### config.mk
export PLATFORM = sky130hd
export DESIGN_NAME = tile_line_render
export DESIGN_NICKNAME = d
export VERILOG_FILES = /design/src/verilog/tilemap_pkg.sv /design/src/verilog/tile_line_ctrl.sv /design/src/verilog/tile_map_addr.sv /design/src/verilog/tile_rom_addr.sv /design/src/verilog/planar_pixel_unpack.sv /design/src/verilog/tile_line_render.sv
export SDC_FILE = /design/constraint.sdc
export NUM_CORES = 1
export LEC_CHECK = 0
export BUFFER_PORTS_ARGS = -buffer_cell sky130_fd_sc_hd__buf_2
export CAP_MARGIN = 40
export CORE_UTILIZATION = 36
export CTS_CLUSTER_SIZE = 10
export DETAILED_ROUTE_END_ITERATION = 12
export SETUP_SLACK_MARGIN = 0.3
export SLEW_MARGIN = 20
export SYNTH_ARGS = -nofsm -noshare
export SYNTH_HDL_FRONTEND = slang
export SYNTH_SLANG_ARGS = --single-unit
### constraint.sdc
create_clock -name clk -period 6.7 [get_ports clk]
set_clock_uncertainty 0.05 [all_clocks]
set_input_delay 1.34 -clock clk [delete_from_list [all_inputs] [get_ports clk]]
set_output_delay 1.34 -clock clk [all_outputs]
set_load 0.01 [all_outputs]
### src/verilog/tilemap_pkg.sv
`default_nettype none

package tilemap_pkg;

    typedef logic [23:0] vram_addr_t;   // video ram word address
    typedef logic [15:0] vram_word_t;   // tile code or attribute
    typedef logic [21:0] rom_addr_t;    // tile rom word address
    typedef logic [31:0] rom_word_t;    // 4 planes x 8 pixels
    typedef logic [8:0]  buf_addr_t;    // line buffer address
    typedef logic [7:0]  pixel_t;       // {palette, colour}
    typedef logic [15:0] scroll_t;      // scroll or base register

    localparam int line_width = 384;    // visible pixels per line

    // line controller states
    typedef enum logic [2:0] {
        idle,
        map_code,
        map_attr,
        rom_req,
        burst,
        line_done
    } ctrl_state_t;

endpackage

`default_nettype wire

### src/verilog/tile_line_ctrl.sv
`timescale 1ns/1ps
`default_nettype none

module tile_line_ctrl #(
    parameter int tile_size = 16
) (
    input  logic                 clk,
    input  logic                 rst,
    input  tilemap_pkg::scroll_t hpos,
    input  logic                 start,
    output logic                 done,
    input  logic                 vram_ok,
    input  logic                 rom_ok,
    output logic                 vram_cs,
    output logic                 rom_cs,
    output logic                 line_init,
    output logic                 code_take,
    output logic                 attr_take,
    output logic                 tile_step,
    output logic                 word_load,
    output logic [1:0]           word_idx,
    input  logic                 burst_end
);
    import tilemap_pkg::*;

    localparam int words = tile_size / 8;   // rom words per tile row

    ctrl_state_t state;
    ctrl_state_t state_nx;
    logic [9:0]  px_cnt;      // pixels handed to the decoder
    logic [9:0]  end_cnt;
    logic [4:0]  fine;
    logic        draining;    // decoder still shifting out a word
    logic        dec_free;
    logic        last_word;
    logic        last_tile;

    assign fine      = hpos[4:0] & 5'(tile_size - 1);
    assign end_cnt   = 10'(line_width) + 10'(fine);
    assign last_word = (word_idx == 2'(words - 1));
    assign last_tile = (px_cnt + 10'd8 >= end_cnt);   // count after this word

    // a new word may only land on the last pixel of the previous one
    assign dec_free = !draining || burst_end;

    assign vram_cs = (state == map_code) || (state == map_attr);
    assign rom_cs  = (state == rom_req) && dec_free;
    assign done    = (state == line_done);

    always_comb begin
        state_nx  = state;
        line_init = 1'b0;
        code_take = 1'b0;
        attr_take = 1'b0;
        tile_step = 1'b0;
        word_load = 1'b0;
        case (state)
            idle: begin
                if (start) begin
                    line_init = 1'b1;
                    state_nx  = map_code;
                end
            end
            map_code: begin
                if (vram_ok) begin
                    code_take = 1'b1;
                    state_nx  = map_attr;
                end
            end
            map_attr: begin
                if (vram_ok) begin
                    attr_take = 1'b1;
                    state_nx  = rom_req;
                end
            end
            rom_req: begin
                if (rom_ok && dec_free) begin
                    word_load = 1'b1;
                    if (last_word) begin
                        tile_step = 1'b1;   // map reads overlap the burst
                        state_nx  = last_tile ? burst : map_code;
                    end
                end
            end
            burst: begin
                if (burst_end) begin
                    state_nx = line_done;
                end
            end
            line_done: begin
                if (!start) begin
                    state_nx = idle;
                end
            end
            default: begin
                state_nx = idle;
            end
        endcase
    end

    always_ff @(posedge clk or posedge rst) begin
        if (rst) begin
            state    <= idle;
            word_idx <= 2'd0;
            px_cnt   <= 10'd0;
            draining <= 1'b0;
        end else begin
            state <= state_nx;
            if (line_init) begin
                word_idx <= 2'd0;
                px_cnt   <= 10'd0;
            end
            if (word_load) begin
                px_cnt   <= px_cnt + 10'd8;
                word_idx <= last_word ? 2'd0 : word_idx + 2'd1;
            end
            if (word_load) begin
                draining <= 1'b1;
            end else if (burst_end) begin
                draining <= 1'b0;
            end
        end
    end

    // memory ok only ever answers a request that is still up
    a_ok_with_cs: assert property (@(posedge clk) disable iff (rst)
        (!vram_ok || vram_cs) && (!rom_ok || rom_cs));

    // no read may be pending once the line is reported done
    a_done_quiet: assert property (@(posedge clk) disable iff (rst)
        done |-> !vram_cs && !rom_cs && !burst_end);

endmodule

`default_nettype wire

### src/verilog/tile_map_addr.sv
`timescale 1ns/1ps
`default_nettype none

module tile_map_addr #(
    parameter int tile_size = 16
) (
    input  logic                    clk,
    input  logic                    rst,
    input  logic [8:0]              v,
    input  tilemap_pkg::scroll_t    vram_base,
    input  tilemap_pkg::scroll_t    hpos,
    input  tilemap_pkg::scroll_t    vpos,
    input  logic                    line_init,
    input  logic                    code_take,
    input  logic                    attr_take,
    input  logic                    tile_step,
    input  tilemap_pkg::vram_word_t vram_data,
    output tilemap_pkg::vram_addr_t vram_addr,
    output tilemap_pkg::vram_word_t code,
    output tilemap_pkg::vram_word_t attr,
    output logic [4:0]              row
);
    import tilemap_pkg::*;

    localparam int sh = $clog2(tile_size);

    scroll_t     vn;
    scroll_t     hn;           // tile aligned column position
    scroll_t     base_q;
    logic        attr_phase;   // second word of the pair
    logic [5:0]  trow;
    logic [5:0]  tcol;
    logic [11:0] scan;

    assign trow = 6'(vn >> sh);
    assign tcol = 6'(hn >> sh);
    assign row  = vn[4:0] & 5'(tile_size - 1);

    always_comb begin
        case (tile_size)
            8:       scan = {trow[5],   tcol, trow[4:0]};
            16:      scan = {trow[5:4], tcol, trow[3:0]};
            default: scan = {trow[5:3], tcol, trow[2:0]};
        endcase
    end

    assign vram_addr = vram_addr_t'({base_q, 8'd0}) + vram_addr_t'({scan, attr_phase});

    always_ff @(posedge clk or posedge rst) begin
        if (rst) begin
            attr_phase <= 1'b0;
        end else if (code_take) begin
            attr_phase <= 1'b1;
        end else if (attr_take || line_init) begin
            attr_phase <= 1'b0;
        end
    end

    always_ff @(posedge clk) begin
        if (line_init) begin
            vn     <= vpos + scroll_t'(v);
            hn     <= hpos & ~scroll_t'(tile_size - 1);
            base_q <= vram_base;
        end else if (tile_step) begin
            hn <= hn + scroll_t'(tile_size);
        end
        if (code_take) begin
            code <= vram_data;
        end
        if (attr_take) begin
            attr <= vram_data;
        end
    end

    // attribute address stays put until its word is taken
    a_addr_hold: assert property (@(posedge clk) disable iff (rst)
        attr_phase && !attr_take |=> $stable(vram_addr));

endmodule

`default_nettype wire

### src/verilog/tile_rom_addr.sv
`timescale 1ns/1ps
`default_nettype none

module tile_rom_addr #(
    parameter int tile_size = 16
) (
    input  logic                    clk,
    input  logic                    rst,
    input  tilemap_pkg::vram_word_t code,
    input  logic [4:0]              row,
    input  logic [1:0]              word_idx,
    output tilemap_pkg::rom_addr_t  rom_addr
);
    import tilemap_pkg::*;

    rom_addr_t addr_nx;

    // wider tiles split a row over 2 or 4 words
    always_comb begin
        case (tile_size)
            8:       addr_nx = rom_addr_t'({code, row[2:0]});
            16:      addr_nx = rom_addr_t'({code, row[3:0], word_idx[0]});
            default: addr_nx = rom_addr_t'({code, row, word_idx});   // top code bit lost
        endcase
    end

    always_ff @(posedge clk) begin
        rom_addr <= addr_nx;
    end

    // controller never asks past the last word of a tile row
    a_word_range: assert property (@(posedge clk) disable iff (rst)
        32'(word_idx) < tile_size / 8);

endmodule

`default_nettype wire

### src/verilog/planar_pixel_unpack.sv
`timescale 1ns/1ps
`default_nettype none

module planar_pixel_unpack #(
    parameter int tile_size = 16
) (
    input  logic                    clk,
    input  logic                    rst,
    input  tilemap_pkg::scroll_t    hpos,
    input  logic                    line_init,
    input  logic                    word_load,
    input  tilemap_pkg::rom_word_t  rom_data,
    input  tilemap_pkg::vram_word_t attr,
    output tilemap_pkg::buf_addr_t  buf_addr,
    output tilemap_pkg::pixel_t     buf_data,
    output logic                    buf_wr,
    output logic                    burst_end
);
    import tilemap_pkg::*;

    rom_word_t  sh_word;
    logic [3:0] pal;       // palette held for the whole word
    logic [2:0] left;      // pixels after the one being written
    logic [4:0] fine;

    // one bit per plane, plane 3 on top
    function automatic logic [3:0] colour(input rom_word_t w);
        return {w[24], w[16], w[8], w[0]};
    endfunction

    assign fine      = hpos[4:0] & 5'(tile_size - 1);
    assign burst_end = buf_wr && (left == 3'd0);

    always_ff @(posedge clk or posedge rst) begin
        if (rst) begin
            buf_wr   <= 1'b0;
            left     <= 3'd0;
            buf_addr <= buf_addr_t'(0);
        end else begin
            if (line_init) begin
                buf_addr <= buf_addr_t'(0) - buf_addr_t'(fine);   // wraps off screen
            end else if (buf_wr) begin
                buf_addr <= buf_addr + buf_addr_t'(1);
            end
            if (word_load) begin
                buf_wr <= 1'b1;
                left   <= 3'd7;
            end else if (buf_wr && left != 3'd0) begin
                left <= left - 3'd1;
            end else begin
                buf_wr <= 1'b0;
            end
        end
    end

    always_ff @(posedge clk) begin
        if (word_load) begin
            pal      <= attr[3:0];
            buf_data <= {attr[3:0], colour(rom_data)};
            sh_word  <= rom_data >> 1;
        end else if (buf_wr && left != 3'd0) begin
            buf_data <= {pal, colour(sh_word)};
            sh_word  <= sh_word >> 1;
        end
    end

    // a word only arrives once the previous one is on its last pixel
    a_no_overrun: assert property (@(posedge clk) disable iff (rst)
        word_load |-> left == 3'd0);

endmodule

`default_nettype wire

### src/verilog/tile_line_render.sv
`timescale 1ns/1ps
`default_nettype none

module tile_line_render #(
    parameter int tile_size = 16   // 8, 16 or 32
) (
    input  logic                    clk,
    input  logic                    rst,
    input  logic [8:0]              v,
    input  tilemap_pkg::scroll_t    vram_base,
    input  tilemap_pkg::scroll_t    hpos,
    input  tilemap_pkg::scroll_t    vpos,
    input  logic                    start,
    output logic                    done,
    output logic                    vram_cs,
    output tilemap_pkg::vram_addr_t vram_addr,
    input  tilemap_pkg::vram_word_t vram_data,
    input  logic                    vram_ok,
    output logic                    rom_cs,
    output tilemap_pkg::rom_addr_t  rom_addr,
    input  tilemap_pkg::rom_word_t  rom_data,
    input  logic                    rom_ok,
    output tilemap_pkg::buf_addr_t  buf_addr,
    output tilemap_pkg::pixel_t     buf_data,
    output logic                    buf_wr
);
    import tilemap_pkg::*;

    logic       line_init;
    logic       code_take;
    logic       attr_take;
    logic       tile_step;
    logic       word_load;
    logic       burst_end;
    logic [1:0] word_idx;
    logic [4:0] row;
    vram_word_t code;
    vram_word_t attr;

    tile_line_ctrl #(.tile_size(tile_size)) i_ctrl (
        .clk       (clk),
        .rst       (rst),
        .hpos      (hpos),
        .start     (start),
        .done      (done),
        .vram_ok   (vram_ok),
        .rom_ok    (rom_ok),
        .vram_cs   (vram_cs),
        .rom_cs    (rom_cs),
        .line_init (line_init),
        .code_take (code_take),
        .attr_take (attr_take),
        .tile_step (tile_step),
        .word_load (word_load),
        .word_idx  (word_idx),
        .burst_end (burst_end)
    );

    tile_map_addr #(.tile_size(tile_size)) i_map (
        .clk       (clk),
        .rst       (rst),
        .v         (v),
        .vram_base (vram_base),
        .hpos      (hpos),
        .vpos      (vpos),
        .line_init (line_init),
        .code_take (code_take),
        .attr_take (attr_take),
        .tile_step (tile_step),
        .vram_data (vram_data),
        .vram_addr (vram_addr),
        .code      (code),
        .attr      (attr),
        .row       (row)
    );

    tile_rom_addr #(.tile_size(tile_size)) i_rom_addr (
        .clk      (clk),
        .rst      (rst),
        .code     (code),
        .row      (row),
        .word_idx (word_idx),
        .rom_addr (rom_addr)
    );

    planar_pixel_unpack #(.tile_size(tile_size)) i_unpack (
        .clk       (clk),
        .rst       (rst),
        .hpos      (hpos),
        .line_init (line_init),
        .word_load (word_load),
        .rom_data  (rom_data),
        .attr      (attr),
        .buf_addr  (buf_addr),
        .buf_data  (buf_data),
        .buf_wr    (buf_wr),
        .burst_end (burst_end)
    );

endmodule

`default_nettype wire

==> summary.md, run 1 <==
| Metric | Value |
|---|---|
| Int Power | 2.08 mW |
| Gpl congestion | 0.794 |
| Final layout net count | 819 |
| Max-slew violations | 0 |
| P_leak | 3.37 nW |
| Max Clk Rate | 0.246 GHz |
| Die Y | 132 um |
| Slew HR | 46.3% |
| Unrepaired setup endpoints after global routing | no |
| Port bufs | 163 |
| DIE AREA | 0.0174 mm^2 |
| Post-synthesis sequential area ratio | 63.4% |
| Vias in the first global route | 4198 |
| Htree depth | 4 |
| Row count | 47 |
| Initial core utilization | 36.8% |
| Clock Latency Late Sink | 0.42 ns |
| Post_cts resized | 0 |
| Root buf cell | clkbuf_16 |
| Worst flop-to-flop path startpoint | i_unpack.left[0]$_DFFE_PP0P_ |
| Filler cell count | 1551 |
| Tightest Pin Transition | 0.803 ns |
| DP HPWL | 8940 um |
| Crit-path cells | ha_1 -> inv_1 -> fa_1 -> nor2b_1 -> o21a_1 -> o21ai_0 -> a21oi_1 -> nand3_1 -> xnor2_1 -> buf_2 |
| IO Pins | 177 |
| Drt first pass iters | 4 |
| DRT Wirelength | 12300 um |
| Status | completed |
| Post-CTS Setup Repair Bufs | 0 |
| CP max stage cell | edfxtp_1 |
| Avg Cell Area, Syn | 11.6 um^2 |
| Yosys cell types | 44 |
| Hold WC Path Type | reg2reg |
| Cell Area, Synth | 0.00608 mm^2 |
| Syn Nets | 660 |
| First-pass GRT wire length | 20400 um |
| Ys flop type | edfxtp_1 |
| Final min period | 4.07 ns |
| FFs w/ async S/R, synth | 19.3% |
| CP startpoint | i_map.hn[7]$_DFFE_PP_ |
| Cts-stage hold buffer count | 0 |
| Crit path required time | 5.31 ns |
| Peak supply drop | 193 uV |
| Max-Cap Viols | 0 |
| CTS Buffer Depth | 2 |
| Hold Crit Start | i_map.code[0]$_DFFE_PP_ |
| Area leader, netlist | edfxtp_1 |
| Drt via density | 4.57 |
| Wirelength per Cell | 13.4 um |
| Fin. Hold Viols | 0 |
| Max incr delay on CP | 0.42 ns |
| Area grow syn2layout | 25.5% |
| # clock sinks | 140 |
| Core Area | 0.0165 mm^2 |
| # diodes | 0 |
| Placed instance area | 0.00709 mm^2 |
| Syn. warnings | 0 |
| Total CTS buffers | 17 |
| Most instantiated library cell after synthesis | nand2_1 |
| Antenna violations before repair | 0 |
| CTS tree | yes |
| Top post-synthesis cells by area | edfxtp_1 (45%), dfrtp_1 (11%), nand2_1 (8.9%) |
| Post-synth top cells | nand2_1 (144), edfxtp_1 (92), dfrtp_1 (27) |
| Accumulated negative setup slack | 0 ns |
| Final setup fails | 0 |
| Critical path endpoint category | output pin |
| Share of cells above drive strength 1 | 29.1% |
| Global Route Usage Sum | 15.0% |
| Pwr/cell area | 400 mW/mm^2 |
| Final Instance Area | 0.00764 mm^2 |
| DRC | 0 |
| Clock Power Share | 28.0% |
| Die width | 132 um |
| DRT iter0 DRCs | 201 |
| Synth top area share | 45.4% |
| Data arrival, critical path | 2.68 ns |
| Number of synthesized register bits | 140 |
| Total grt overflow | 0 |
| Post-synth EDFFs | 92 |
| Switching power | 0.974 mW |
| Final WS setup | 2.63 ns |
| Syn Inst Count | 526 |
| Critical path startpoint category | register |
| Antenna-violating nets left | 0 |
| Crit Path Class | reg2out |
| Crit path max fanout | 4 |
| Combinational group share of total power | 26.1% |
| Clock transition at the registers of the reported paths | 0.06 ns |
| Sequential share of power | 45.8% |
| Sw frac | 31.9% |
| Total number of vias | 4192 |
| Largest net degree at the start of global routing | 46 |
| Tcrit/Tclk final | 60.8% |
| Post-Place Worst Slack | 3.08 ns |
==> power groups by stage <==
stage	Combinational, mW	Clock, mW	Sequential (mW)
finish	0.799	0.857	1.40
global route	0.911	0.919	1.43
CTS	0.819	0.879	1.40
detailed placement	0.813	0	1.42
global placement	0.776	0	1.41
floorplan	0.543	0	1.41
==> cells by family after synthesis <==
group | share of synthesized area, %
xor gates and xnor gates | 5.90
adders and majority gates | 5.18
other | 0.0616
DFF | 63.4
AOI/OAI and AO/OA | 5.35
muxes | 0.350
and+or+nand+nor | 15.4
buffers and inverters | 4.34
==> sequential cells by signal, indices dropped and copies added, names as in the netlist <==
signal / flops
i_unpack.left: 3
i_unpack.buf_data: 8
i_ctrl.state: 3
i_map.vn: 10
i_map.hn: 6
i_unpack.buf_addr: 9
i_rom_addr.rom_addr: 21
i_map.attr: 4
i_unpack.pal: 4
i_unpack.buf_wr: 1
i_ctrl.word_idx: 2
i_map.base_q: 16
i_unpack.sh_word: 28
i_map.attr_phase: 1
i_map.code: 16
i_ctrl.px_cnt: 7
i_ctrl.draining: 1
==> placed cells by master (no fill, tap or decap), drive strengths merged, types with 2 or more instances in the layout <==
master	count
a21o	4
a21oi	14
and3	6
buf	169
clkbuf	20
clkinv	4
clkinvlp	2
dfrtp	27
dfxtp	21
edfxtp	92
fa	2
ha	22
inv	28
nand2	144
nand2b	2
nand3	19
nand3b	4
nand4	4
nor2	16
nor2b	3
nor3	7
nor4	2
nor4bb	2
o21a	4
o21ai	21
o32a	2
xnor2	22
xor2	19
==> area by class of cell <==
type                       count  area (um^2)  area share [%]
sequential                   140         3860            50.5
multi-input combinational    335         1980            25.9
timing repair buffer         169          897            11.7
clock buffer                  20          458            6.00
tap                          220          275            3.60
clock inverter                12         85.1            1.11
inverter                      22         82.6            1.08
==> critical path: cells and delay by family (launching register included) <==
kind	cells	cell delay [ns]
compound gates	3	0.61
simple gates	2	0.28
xor+xnor	1	0.17
flops	1	0.42
fa+ha+maj	2	0.59
buf+inv	2	0.20
==> metrics by stage <==
| step | hold WS, ns | util (%) | power [mW] | instances |
|---|---|---|---|---|
| 3_3_place_gp | 0.275 | 42.6 | 2.18 | 883 |
| 5_1_grt | 0.298 | 46.2 | 3.26 | 918 |
| 4_1_cts | 0.292 | 46.2 | 3.10 | 918 |
| 2_1_floorplan | 0.273 | - | 1.95 | 526 |
| 3_5_place_dp | 0.277 | 42.9 | 2.23 | 886 |
| 6_report | 0.288 | 46.2 | 3.06 | 918 |
==> routing by layer <==
layer  share of wire (%)  vias to the layer above  GRT usage [%]  wire [um]
met5                   0                        -              0          0
met4                 1.5                        0           6.07        183
met3                 3.5                       15           3.88        431
met2                  52                       80           25.9       6350
met1                  43                     1992           17.7       5310
li1                    -                     2105              -          -
==> path summary, 6_finish.rpt <==
kind	end	slack, ns	depth (start not counted)
setup / recovery	vram_addr[22]	2.63	10
hold / removal	i_rom_addr.rom_addr[5]$_DFF_P_	0.29	0
setup reg to reg	i_ctrl.word_idx[1]$_DFFE_PP0P_	4.07	10
hold reg to reg	i_rom_addr.rom_addr[5]$_DFF_P_	0.29	0
max in group asynchronous	i_ctrl.px_cnt[3]$_DFFE_PP0P_	5.25	3
min in group asynchronous	i_unpack.buf_addr[2]$_DFFE_PP0P_	0.89	2
No activity file was read; power rests on OpenSTA's default activity.
==> run 2: changes to the inputs <==
Clock period 6.7 ns to 3.9 ns, I/O delays scaled along.
==> summary.md, run 2 (synthesized netlist as in run 1, its figures left out) <==
| Metric | Value |
|---|---|
| # clock sinks | 140 (unchanged) |
| Vias in the first global route | 4232 (was 4198) |
| Clock transition at the registers of the reported paths | 0.06 ns (about the same) |
| Critical path startpoint category | register (unchanged) |
| Most used cell along the critical path | a21oi_1 |
| Antenna-violating nets left | 0 (unchanged) |
| Fin. Hold Viols | 0 (unchanged) |
| Most frequent cells in the layout | buf_2 (163), nand2_1 (143), edfxtp_1 (92) (unchanged) |
| Share of cells above drive strength 1 | 29.8% (was 29.1%) |
| Drt first pass iters | 4 (unchanged) |
| # diodes | 0 (unchanged) |
| Peak supply drop | 317 uV (was 193 uV) |
| Final layout net count | 823 (was 819) |
| Core Area | 0.0165 mm^2 (unchanged) |
| Clock Latency Late Sink | 0.42 ns (about the same) |
| Max Clk Rate | 0.294 GHz |
| Data arrival, critical path | 2.57 ns (was 2.68 ns) |
| Pwr/cell area | 686 mW/mm^2 (was 400 mW/mm^2) |
| Die Y | 132 um (unchanged) |
| CP Buf/Inv Count | 1 (was 2) |
| IO Pins | 177 (unchanged) |
| DIE AREA | 0.0174 mm^2 (unchanged) |
| Initial core utilization | 36.8% (unchanged) |
| DRT iter0 DRCs | 227 (was 201) |
| Max incr delay on CP | 0.47 ns (was 0.42 ns) |
| Clock Power Share | 28.1% (was 28.0%) |
| DRT Wirelength | 12400 um (was 12300 um) |
| Area grow syn2layout | 26.2% (was 25.5%) |
| Int Power | 3.59 mW (was 2.08 mW) |
| Pwr Total | 5.27 mW (was 3.06 mW) |
| Crit path required time | 3.07 ns (was 5.31 ns) |
| Largest register FFs | 28 (unchanged) |
| Root buf cell | clkbuf_16 (unchanged) |
| Accumulated negative setup slack | 0 ns (unchanged) |
| Tcrit/Tclk final | 87.2% |
| Htree depth | 4 (unchanged) |
| Largest regs | i_unpack.sh_word x28, i_rom_addr.rom_addr x21 (unchanged) |
| Slew HR | 59.3% (was 46.3%) |
| Port bufs | 163 (unchanged) |
| Global Route Usage Sum | 15.1% (was 15.0%) |
| Status | completed (unchanged) |
| P_leak | 3.39 nW (was 3.37 nW) |
| DRC | 0 (unchanged) |
| Largest net degree at the start of global routing | 39 (was 46) |
| Crit Path Class | reg2out (unchanged) |
| Row count | 47 (unchanged) |
| CP max stage cell | a21oi_1 (was edfxtp_1) |
| Total number of vias | 4244 (was 4192) |
| Final setup fails | 0 (unchanged) |
| CTS tree | yes (unchanged) |
| Top Family by Delay on Critical Path | compound AO/OA/AOI/OAI gates (unchanged) |
| Max-slew violations | 0 (unchanged) |
| Switching power | 1.68 mW (was 0.974 mW) |
| Combinational group share of total power | 26.2% (was 26.1%) |
| CP startpoint | i_map.hn[8]$_DFFE_PP_ (was i_map.hn[7]$_DFFE_PP_) |
| Cts-stage hold buffer count | 0 (unchanged) |
| Final min period | 3.40 ns |
| Die width | 132 um (unchanged) |
| Tightest Pin Transition | 0.609 ns (was 0.803 ns) |
| Drt via density | 4.60 (was 4.57) |
| Wirelength per Cell | 13.4 um (about the same) |
| Hold Worst Slack | 0.289 ns (was 0.288 ns) |
| Max-Cap Viols | 0 (unchanged) |
| Hold Crit Start | i_map.vn[2]$_DFFE_PP_ (was i_map.code[0]$_DFFE_PP_) |
| CTS Buffer Depth | 2 (unchanged) |
| First-pass GRT wire length | 20500 um (was 20400 um) |
| Hold WC Path Type | reg2reg (unchanged) |
| DP HPWL | 8960 um (was 8940 um) |
| Antenna violations before repair | 0 (unchanged) |
| Sw frac | 31.9% (about the same) |
| Sequential share of power | 45.7% (was 45.8%) |
| Crit path max fanout | 6 (was 4) |
| Crit-path cells | ha_1 -> a21o_1 -> a21oi_1 -> o21bai_1 -> a21oi_1 -> nor4_1 -> xor2_1 -> buf_2 (was ha_1 -> inv_1 -> fa_1 -> nor2b_1 -> o21a_1 -> o21ai_0 -> a21oi_1 -> nand3_1 -> xnor2_1 -> buf_2) |
| Worst flop-to-flop path startpoint | i_unpack.left[0]$_DFFE_PP0P_ (unchanged) |
| Largest Register | i_unpack.sh_word (unchanged) |
| Critical path endpoint category | output pin (unchanged) |
| Gpl congestion | 0.814 (was 0.794) |
| Commonest non-fill, non-tap cell in the layout | buf_2 (unchanged) |
| Unrepaired setup endpoints after global routing | no (unchanged) |
| Total grt overflow | 0 (unchanged) |
| Total CTS buffers | 17 (unchanged) |
==> run 2: layer usage <==
metal  global-route usage [%]  up-vias  part of all wire [%]
met5                        0        -                     0
li1                         -     2116                     -
met4                     7.49        0                   2.3
met3                     3.65       22                   3.4
met1                     17.7     2018                    42
met2                     25.8       88                    52
==> run 2: power by group through the flow <==
stage | combinational (mW) | clock [mW] | sequential (mW)
floorplan | 0.933 | 0 | 2.42
global placement | 1.34 | 0 | 2.42
detailed placement | 1.40 | 0 | 2.44
CTS | 1.41 | 1.52 | 2.41
global route | 1.57 | 1.58 | 2.46
finish | 1.38 | 1.48 | 2.41
==> run 2: timing repair <==
item,4_1_cts,5_1_grt
resized for setup,0,1
endpoints found under the hold margin,0,0
setup endpoints to repair,0,4
setup buffers,0,2
==> run 2: per-stage QoR <==
stage	instances	instance area, um^2	setup WS [ns]	util [%]
after floorplan	526	6080	0.909	-
after global placement	885	7050	0.878	42.7
after detailed placement	888	7120	0.840	43.1
after CTS	920	7660	0.374	46.4
after global routing	922	7680	0.287	46.5
final	922	7680	0.500	46.5
==> run 2: layout make-up <==
cell class,count,area (um^2)
clock inverters,12,87.6
well taps,220,275
flip-flops and latches,140,3860
inverters,22,82.6
clock buffers,20,458
multi-input cells,335,1980
fillers,1554,8840
repair buffers,173,935
==> run 2: worst paths after layout <==
| path | cells past startpoint | endpoint | slack [ns] |
|---|---|---|---|
| setup / recovery | 8 | vram_addr[21] | 0.50 |
| hold / removal | 0 | i_rom_addr.rom_addr[3]$_DFF_P_ | 0.29 |
| setup reg to reg | 10 | i_ctrl.word_idx[1]$_DFFE_PP0P_ | 1.33 |
| hold reg to reg | 0 | i_rom_addr.rom_addr[3]$_DFF_P_ | 0.29 |
| max in group asynchronous | 3 | i_unpack.left[0]$_DFFE_PP0P_ | 3.05 |
| min in group asynchronous | 2 | i_unpack.buf_addr[1]$_DFFE_PP0P_ | 0.30 |
